`src/hw/nes_loader_defines.svh`:
```
//////////////////////////////////////////////////////////////////////
// Loader constants shared by the RTL and the testbench
// Addresses are byte addresses into one flat 4 MB cartridge memory
// CHR ROM sits in the upper half, PRG ROM starts at zero
//////////////////////////////////////////////////////////////////////

`ifndef NES_LOADER_DEFINES_SVH
`define NES_LOADER_DEFINES_SVH

`define LD_ADDR_W       22
`define LD_HDR_LEN      16
`define LD_PRG_SHIFT    14      // 16 KB PRG pages
`define LD_CHR_SHIFT    13      // 8 KB CHR pages
`define LD_CHR_BASE     22'h200000

// iNES signature "NES" followed by EOF
`define LD_MAGIC0       8'h4E
`define LD_MAGIC1       8'h45
`define LD_MAGIC2       8'h53
`define LD_MAGIC3       8'h1A

`define LD_CHEAT_TYPE   8'hFF

`endif

```
`src/hw/cart_pkg.sv`:
```
//////////////////////////////////////////////////////////////////////
// Types of the cartridge loading path
// mapper_flags_t bit layout is what the console core expects
//////////////////////////////////////////////////////////////////////

`default_nettype none

`include "nes_loader_defines.svh"

package cart_pkg;

	typedef enum logic [2:0] {
		ST_HEADER,
		ST_PRG,
		ST_CHR,
		ST_ERROR,
		ST_DONE
	} loader_state_t;

	typedef enum logic {
		FK_GAME,
		FK_CHEAT
	} file_kind_t;

	// Decoded header as handed to the mapper logic
	typedef struct packed {
		logic [5:0] pad;
		logic       has_saves;
		logic [7:0] submapper;
		logic       four_screen;
		logic       chr_ram;
		logic       mirroring;
		logic [2:0] chr_size;
		logic [2:0] prg_size;
		logic [7:0] mapper;
	} mapper_flags_t;

	typedef struct packed {
		logic [`LD_ADDR_W-1:0] addr;
		logic [7:0]            data;
		logic                  wr;
	} mem_write_t;

endpackage

`default_nettype wire

```
`src/hw/cheat_pkg.sv`:
```
//////////////////////////////////////////////////////////////////////
// Cheat record types, one record is 16 bytes on the host side
//////////////////////////////////////////////////////////////////////

`default_nettype none

package cheat_pkg;

	typedef struct packed {
		logic [31:0] flags;
		logic [31:0] address;
		logic [31:0] compare;
		logic [31:0] replace;
	} cheat_code_t;

	typedef logic [3:0] cheat_index_t;     // Byte position inside a record

endpackage

`default_nettype wire

```
`src/hw/cart_loader_top.sv`:
```
//////////////////////////////////////////////////////////////////////
// Cartridge loader top level
// Host must honor load_wait and leave a gap cycle between strobes
//////////////////////////////////////////////////////////////////////

`timescale 1ns/10ps
`default_nettype none

`include "nes_loader_defines.svh"

module cart_loader_top (
	input  logic                    clk,
	input  logic                    reset_nes,
	input  logic                    download,
	input  logic [7:0]              file_type,
	input  logic [7:0]              file_byte,
	input  logic                    file_strobe,
	input  logic                    invert_mirroring,
	input  logic                    mem_slot,
	output logic                    load_wait,
	output cart_pkg::mem_write_t    mem,
	output cart_pkg::mapper_flags_t mapper_flags,
	output logic                    busy,
	output logic                    done,
	output logic                    error,
	output cheat_pkg::cheat_code_t  cheat_code,
	output logic                    cheat_strobe
);

	import cart_pkg::*;
	import cheat_pkg::*;

	logic                  hdr_we;
	logic                  cheat_we;
	cheat_index_t          byte_index;
	mem_write_t            wr_req;
	logic                  hdr_valid;
	logic [`LD_ADDR_W-1:0] prg_bytes;
	logic [`LD_ADDR_W-1:0] chr_bytes;

	load_sequencer u_seq (
		.clk         (clk),
		.reset_nes   (reset_nes),
		.download    (download),
		.file_type   (file_type),
		.file_byte   (file_byte),
		.file_strobe (file_strobe),
		.hdr_valid   (hdr_valid),
		.prg_bytes   (prg_bytes),
		.chr_bytes   (chr_bytes),
		.hdr_we      (hdr_we),
		.byte_index  (byte_index),
		.cheat_we    (cheat_we),
		.wr_req      (wr_req),
		.busy        (busy),
		.done        (done),
		.error       (error)
	);

	ines_header u_hdr (
		.clk              (clk),
		.hdr_we           (hdr_we),
		.byte_index       (byte_index),
		.file_byte        (file_byte),
		.invert_mirroring (invert_mirroring),
		.hdr_valid        (hdr_valid),
		.prg_bytes        (prg_bytes),
		.chr_bytes        (chr_bytes),
		.flags            (mapper_flags)
	);

	write_slot u_slot (
		.clk       (clk),
		.reset_nes (reset_nes),
		.wr_req    (wr_req),
		.mem_slot  (mem_slot),
		.mem       (mem),
		.load_wait (load_wait)
	);

	cheat_assembler u_cheat (
		.clk          (clk),
		.reset_nes    (reset_nes),
		.cheat_we     (cheat_we),
		.byte_index   (byte_index),
		.file_byte    (file_byte),
		.cheat_code   (cheat_code),
		.cheat_strobe (cheat_strobe)
	);

endmodule

`default_nettype wire

```
`src/hw/cheat_assembler.sv`:
```
//////////////////////////////////////////////////////////////////////
// Packs a 16 byte cheat record, little endian within each field
// cheat_code holds the last record until the next one completes
//////////////////////////////////////////////////////////////////////

`timescale 1ns/10ps
`default_nettype none

module cheat_assembler (
	input  logic                    clk,
	input  logic                    reset_nes,
	input  logic                    cheat_we,
	input  cheat_pkg::cheat_index_t byte_index,
	input  logic [7:0]              file_byte,
	output cheat_pkg::cheat_code_t  cheat_code,
	output logic                    cheat_strobe
);

	logic [6:0] bit_pos;

	// Field 0 (flags) is the top word, lane 0 its low byte
	assign bit_pos = {~byte_index[3:2], byte_index[1:0], 3'b000};

	always_ff @(posedge clk) begin
		if (cheat_we)
			cheat_code[bit_pos +: 8] <= file_byte;
	end

	always_ff @(posedge clk) begin
		if (reset_nes)
			cheat_strobe <= 1'b0;
		else
			cheat_strobe <= cheat_we && (byte_index == 4'd15);   // Record complete
	end

endmodule

`default_nettype wire

```
`src/hw/ines_header.sv`:
```
//////////////////////////////////////////////////////////////////////
// iNES header capture and decode
// Outputs are combinational from the stored bytes, so they are only
// meaningful once all 16 header bytes have been written
//////////////////////////////////////////////////////////////////////

`timescale 1ns/10ps
`default_nettype none

`include "nes_loader_defines.svh"

module ines_header (
	input  logic                  clk,
	input  logic                  hdr_we,
	input  cheat_pkg::cheat_index_t byte_index,
	input  logic [7:0]            file_byte,
	input  logic                  invert_mirroring,
	output logic                  hdr_valid,
	output logic [`LD_ADDR_W-1:0] prg_bytes,
	output logic [`LD_ADDR_W-1:0] chr_bytes,
	output cart_pkg::mapper_flags_t flags
);

	logic [7:0] hdr [0:`LD_HDR_LEN-1];
	logic       is_nes20;
	logic       is_dirty;
	logic [7:0] prg_pages;
	logic [7:0] chr_pages;

	// Log2 style size code, saturates at 7
	function automatic logic [2:0] size_code(input logic [7:0] pages);
		logic [2:0] code;
		code = 3'd7;
		for (int i = 6; i >= 0; i--) begin
			if (pages <= (8'd1 << i))
				code = i[2:0];
		end
		return code;
	endfunction

	always_ff @(posedge clk) begin
		if (hdr_we)
			hdr[byte_index] <= file_byte;
	end

	assign prg_pages = hdr[4];
	assign chr_pages = hdr[5];    // Zero means CHR RAM on the cart

	// Trainers are not supported
	assign hdr_valid = (hdr[0] == `LD_MAGIC0) && (hdr[1] == `LD_MAGIC1) &&
		(hdr[2] == `LD_MAGIC2) && (hdr[3] == `LD_MAGIC3) && !hdr[6][2];

	assign is_nes20 = (hdr[7][3:2] == 2'b10);

	// Old dumps often carry junk in the tail bytes
	assign is_dirty = !is_nes20 && ((hdr[9][7:1] != 7'd0) ||
		(hdr[10] != 8'd0) || (hdr[11] != 8'd0) || (hdr[12] != 8'd0) ||
		(hdr[13] != 8'd0) || (hdr[14] != 8'd0) || (hdr[15] != 8'd0));

	assign prg_bytes = {{(`LD_ADDR_W-8){1'b0}}, prg_pages} << `LD_PRG_SHIFT;
	assign chr_bytes = {{(`LD_ADDR_W-8){1'b0}}, chr_pages} << `LD_CHR_SHIFT;

	assign flags = '{
		pad:         6'd0,
		has_saves:   hdr[6][1],
		submapper:   is_nes20 ? hdr[8] : 8'h00,
		four_screen: hdr[6][3],
		chr_ram:     (chr_pages == 8'd0),
		mirroring:   hdr[6][0] ^ invert_mirroring,
		chr_size:    size_code(chr_pages),
		prg_size:    size_code(prg_pages),
		mapper:      {is_dirty ? 4'h0 : hdr[7][7:4], hdr[6][7:4]}
	};

endmodule

`default_nettype wire

```
`src/hw/load_sequencer.sv`:
```
//////////////////////////////////////////////////////////////////////
// Loader control FSM and address generation
// Host must raise download at least one cycle before the first strobe
// A cheat file may hold several 16 byte records back to back
//////////////////////////////////////////////////////////////////////

`timescale 1ns/10ps
`default_nettype none

`include "nes_loader_defines.svh"

module load_sequencer (
	input  logic                  clk,
	input  logic                  reset_nes,
	input  logic                  download,
	input  logic [7:0]            file_type,
	input  logic [7:0]            file_byte,
	input  logic                  file_strobe,
	input  logic                  hdr_valid,
	input  logic [`LD_ADDR_W-1:0] prg_bytes,
	input  logic [`LD_ADDR_W-1:0] chr_bytes,
	output logic                  hdr_we,
	output cheat_pkg::cheat_index_t byte_index,
	output logic                  cheat_we,
	output cart_pkg::mem_write_t  wr_req,
	output logic                  busy,
	output logic                  done,
	output logic                  error
);

	import cart_pkg::*;
	import cheat_pkg::*;

	loader_state_t         state;
	file_kind_t            kind;
	cheat_index_t          idx;
	logic [`LD_ADDR_W-1:0] bytes_left;
	logic [`LD_ADDR_W-1:0] addr;
	logic                  download_d;
	logic                  take;
	logic                  in_payload;

	assign take       = file_strobe && download && download_d;
	assign in_payload = (state == ST_PRG) || (state == ST_CHR);

	assign hdr_we     = take && (state == ST_HEADER) && (kind == FK_GAME);
	assign cheat_we   = take && (state == ST_HEADER) && (kind == FK_CHEAT);
	assign byte_index = idx;
	assign wr_req     = '{addr: addr, data: file_byte, wr: take && in_payload};

	assign busy  = in_payload;
	assign done  = (state == ST_DONE);
	assign error = (state == ST_ERROR);

	always_ff @(posedge clk) begin
		if (reset_nes) begin
			state      <= ST_HEADER;
			kind       <= FK_GAME;
			idx        <= '0;
			bytes_left <= '0;
			addr       <= '0;
			download_d <= 1'b0;
		end else begin
			download_d <= download;
			if (download && !download_d) begin    // New file
				kind  <= (file_type == `LD_CHEAT_TYPE) ? FK_CHEAT : FK_GAME;
				state <= ST_HEADER;
				idx   <= '0;
			end else if (take) begin
				case (state)
				ST_HEADER: begin
					idx <= idx + 1'd1;
					if (kind == FK_GAME && idx == cheat_index_t'(`LD_HDR_LEN - 1)) begin
						if (!hdr_valid) begin
							state <= ST_ERROR;
						end else if (prg_bytes != '0) begin
							state      <= ST_PRG;
							addr       <= '0;
							bytes_left <= prg_bytes;
						end else if (chr_bytes != '0) begin
							state      <= ST_CHR;
							addr       <= `LD_CHR_BASE;
							bytes_left <= chr_bytes;
						end else begin
							state <= ST_DONE;
						end
					end
				end
				ST_PRG, ST_CHR: begin
					addr       <= addr + 1'd1;
					bytes_left <= bytes_left - 1'd1;
					if (bytes_left == `LD_ADDR_W'(1)) begin
						// No CHR pages means the cart has CHR RAM
						if (state == ST_PRG && chr_bytes != '0) begin
							state      <= ST_CHR;
							addr       <= `LD_CHR_BASE;
							bytes_left <= chr_bytes;
						end else begin
							state <= ST_DONE;
						end
					end
				end
				default: ;                            // Wait for the next file
				endcase
			end
		end
	end

	// PRG writes stay below the CHR base, CHR writes at or above it
	a_wr_in_payload: assert property (@(posedge clk) disable iff (reset_nes)
		wr_req.wr |-> (state == ST_PRG && addr < `LD_CHR_BASE) ||
			(state == ST_CHR && addr >= `LD_CHR_BASE));

endmodule

`default_nettype wire

```
`src/hw/write_slot.sv`:
```
//////////////////////////////////////////////////////////////////////
// One entry write buffer aligned to the memory time slot
// mem_slot is a single cycle pulse from the console clock divider
//////////////////////////////////////////////////////////////////////

`timescale 1ns/10ps
`default_nettype none

module write_slot (
	input  logic                 clk,
	input  logic                 reset_nes,
	input  cart_pkg::mem_write_t wr_req,
	input  logic                 mem_slot,
	output cart_pkg::mem_write_t mem,
	output logic                 load_wait
);

	import cart_pkg::*;

	mem_write_t held;      // Address and data only, wr unused
	logic       pending;
	logic       mem_wr;

	always_ff @(posedge clk) begin
		if (wr_req.wr)
			held <= wr_req;
	end

	always_ff @(posedge clk) begin
		if (reset_nes) begin
			pending   <= 1'b0;
			mem_wr    <= 1'b0;
			load_wait <= 1'b0;
		end else begin
			if (wr_req.wr) begin
				pending   <= 1'b1;
				load_wait <= 1'b1;
			end
			if (mem_slot) begin
				mem_wr <= pending;              // Held for one full slot
				if (pending)
					pending <= 1'b0;
				else if (mem_wr)
					load_wait <= 1'b0;          // Slot done, release host
			end
		end
	end

	assign mem = '{addr: held.addr, data: held.data, wr: mem_wr};

	// Host back-pressure must keep the buffer from overflowing
	a_no_overrun: assert property (@(posedge clk) disable iff (reset_nes)
		wr_req.wr |-> !pending && !mem_wr && !load_wait);

endmodule

`default_nettype wire

```
`config.mk`:
```
export PLATFORM = sky130hd
export DESIGN_NAME = cart_loader_top
export DESIGN_NICKNAME = d
export VERILOG_FILES = /design/src/hw/cart_pkg.sv /design/src/hw/cheat_pkg.sv /design/src/hw/cart_loader_top.sv /design/src/hw/cheat_assembler.sv /design/src/hw/ines_header.sv /design/src/hw/load_sequencer.sv /design/src/hw/write_slot.sv
export VERILOG_INCLUDE_DIRS = /design/src /design/src/hw
export SDC_FILE = /design/constraint.sdc
export NUM_CORES = 1
export LEC_CHECK = 0
export ABC_AREA = 0
export ABC_CLOCK_PERIOD_IN_PS = 2600
export BUFFER_PORTS_ARGS = -buffer_cell sky130_fd_sc_hd__buf_2
export CORE_MARGIN = 4
export CORE_UTILIZATION = 50
export CTS_BUF_LIST = sky130_fd_sc_hd__clkbuf_4
export DETAILED_ROUTE_END_ITERATION = 8
export PLACE_DENSITY = 0.75
export SLEW_MARGIN = 0
export SYNTH_ARGS = -nofsm -noshare
export SYNTH_HDL_FRONTEND = slang
export SYNTH_SLANG_ARGS = --single-unit
```
`constraint.sdc`:
```
create_clock -name clk -period 2.6 [get_ports clk]
set_input_delay 0.39 -clock clk [delete_from_list [all_inputs] [get_ports clk]]
set_output_delay 0.39 -clock clk [all_outputs]
set_load 0.05 [all_outputs]
```
==> run metrics <==
failing checks=negative setup slack; clock group share of total power=43.1%; fin. max-slew vios=0; max cap viols=0; Sw Ratio=21.8%; commonest cells after routing, fill and taps aside=edfxtp_1 (283), buf_2 (202), nor2_1 (150); Clock Sinks=340; first-pass GRT wire length=54200 um; reg2reg end=u_seq.bytes_left[7]; Int Power=8.31 mW; Clock transition at path regs=0.07 ns; gr usage total=22.6%; critical path class=register to output pin; Syn Inst Count=1063; Worst path max stage delay=0.55 ns; die width=173 um; via/cell ratio=5.56; Data required, critical path=2.21 ns; Post-synth EDFFs=283; DR iter-0 viols=985; yosys warns=0; CTS tree=done; actual slew at the worst max-slew pin=0.587 ns; Bufs and invs on worst path=1; Layout Cells excl Fill=1827; minimum clock period=2.75 ns; Hold Crit Endpoint=u_seq.kind; fin crit share=106%; number of port buffers=211; DRT Pass-1 Iters=5; DP Cell Count=1635; hpwl dp=22600 um; cell area after layout=17100 um2; Initial Util=50.8%; DP Worst Slack=0.231 ns; footprint of the multi-input gates=3900 um2; final setup margin=-0.149 ns; proportion of layout cells with a drive suffix above 1=32.9%; I/O pins=218; Flop pwr share=55.1%; RSZ-0062 raised after global routing=true; synthesized area per cell=12.8 um2; switching power=2.32 mW; commonest non-fill, non-tap cell in the layout=edfxtp_1; r2r setup slk=0.10 ns; die height=173 um; Reg area=9640 um2; slew margin rel.=60.9%; Hold Crit Start=file_type[6]; clock skew=0.0401 ns; Net count, final=1446; Post-Route Utilization=63.4%; CTS Buf Count=86; RD Place Congestion=0.876; die area=30000 um2; clock root cell=clkbuf_4; maximum VDD drop=0.000408 V; H-tree Lvls=3; RR Startpoint=u_hdr.hdr[5][0]; clk buf depth=3; Worst R2R Path Depth=10; vias in the first global route=10100; FP Rows=60; initial antenna violation count=1; combinational share of power=1.8%; Max stage delay cell, worst path=or4_4; area growth from synthesis to layout=24.9%; LEAKAGE=6.63 nW; clock latency on the worst-skew pair=0.69 ns; sequential share of the synthesized area=70.6%; CP Cell Sequence=or4_4, nor2_1, a21oi_1, o22ai_1, a21oi_1, buf_4; core area=26900 um2; Max Clk Rate=364 MHz; Critical Path Source Type=register; Power Density=623 nW/um2; final WL=35000 um; Netlist cell types=70; grt total ovfl=0; pin count of the biggest net entering global routing=33; CP Capture Type=output pin; top_reg_cell synth=edfxtp_1; Post-synth ARST share=0%; Placed Area=15400 um2; wire per inst=19.1 um; crit-path max FO=4; final hold violation count=0; Vias=10100; worst path arrival time=2.36 ns; remaining design rule violation count=0; cell mode on critical path=a21oi_1; endpoints failing setup=8; Seq cells post-synth=340; HP Class=primary input to register; CP top delay family=simple AND/OR/NAND/NOR gates; status=complete, but fails checks; hold depth=3; Syn Std Cell Area=13700 um2; Filler Cells Inserted=2050; Post-DRT Antenna Nets=0
## worst reg2reg max path: cells and delay by family (launching register included)
family,cells,cell delay [ns]
AOI/OAI and AO/OA,3,0.54
buffers and inverters,4,0.63
DFF,1,0.41
and+or+nand+nor,3,0.81
## routing by layer
| metal | GRT usage [%] | vias up | routed length, um | share of wire (%) |
|---|---|---|---|---|
| met5 | 0 | - | 0 | 0 |
| met4 | 8.28 | 0 | 798 | 2.3 |
| met3 | 8.11 | 66 | 3520 | 10 |
| met2 | 36.3 | 489 | 16800 | 48 |
| met1 | 28.3 | 4902 | 13900 | 40 |
| li1 | - | 4692 | - | - |
## repair_timing
item,CTS,global route
setup buffers,14,12
hold endpoints to repair,12,0
hold buffers,8,0
resized for setup,34,15
pin swaps,4,13
setup endpoints to repair,10,17
## layout make-up
class / instances / share of cell area (%)
Sequential cell: 340 / 56.5
Timing Repair Buffer: 311 / 11.1
Clock buffer: 123 / 5.41
Clock inverter: 34 / 1.21
Tap cell: 341 / 2.50
Inverter: 16 / 0.352
Multi-Input combinational cell: 661 / 22.9
Antenna cell: 1 / 0.0147
## worst max-delay path by stage
stage	startpoint	end	cells past startpoint
final	u_hdr.hdr[4][2]	mapper_flags[8]	6
after global routing	u_hdr.hdr[9][4]	mapper_flags[5]	6
after CTS	u_hdr.hdr[15][3]	mapper_flags[7]	6
after detailed placement	u_hdr.hdr[1][4]	u_seq.bytes_left[20]	7
after global placement	u_seq.bytes_left[2]	u_seq.bytes_left[4]	7
after floorplan	u_seq.byte_index[0]	u_cheat.cheat_code[80]	6
## flip-flops by register name, indices dropped and copies added (netlist names)
register and cells:
u_seq.bytes_left 22, u_seq.addr 22, u_slot.load_wait 1, u_slot.pending 1, u_cheat.cheat_strobe 1, u_seq.kind 1
u_cheat.cheat_code 128, u_seq.byte_index 4, u_slot.mem 30, u_seq.state 3, u_seq.download_d 1, u_hdr.hdr 125
u_slot.mem_wr 1
## synth_stat cells (all sizes together) (16+ instances only)
master  count  area [um2]
edfxtp    283        8500
nor2      157         599
and2       79         494
a21oi      74         385
nand2      59         221
dfxtp      57        1140
o21ai      36         191
nor3       35         180
buf        29         176
nor4       28         224
nand3      25         125
clkbuf     22        82.6
inv        16        60.1
## power by group through the flow
stage	clock network [mW]	registers (mW)	logic (mW)
floorplan	0	5.98	0.0715
global placement	0	5.98	0.179
detailed placement	0	5.98	0.181
CTS	4.69	5.86	0.191
global route	5.01	5.85	0.204
finish	4.58	5.86	0.191
## metrics by stage
step / power, mW / TNS (ns) / hold slack [ns]
final: 10.6 / -1.01 / 0.0820
after global routing: 11.1 / -2.55 / 0.0411
after CTS: 10.7 / -1.34 / 0.00909
after detailed placement: 6.16 / 0 / 0.455
after global placement: 6.15 / 0 / 0.437
after floorplan: 6.05 / 0 / 0.424
## kinds of logic (layout without fill, tap and decap cells)
logic type | Yosys count | count (layout) | share of synthesized area (%)
compound gates | 164 | 164 | 7.22
xor+xnor | 10 | 10 | 0.641
fa+ha+maj | 8 | 8 | 0.733
buf+inv | 67 | 484 | 2.34
flops | 340 | 340 | 70.6
mux | 3 | 3 | 0.229
other cells | 1 | 7 | 0.0275
simple gates | 470 | 470 | 18.2
No activity file was read; power rests on OpenSTA's default activity.
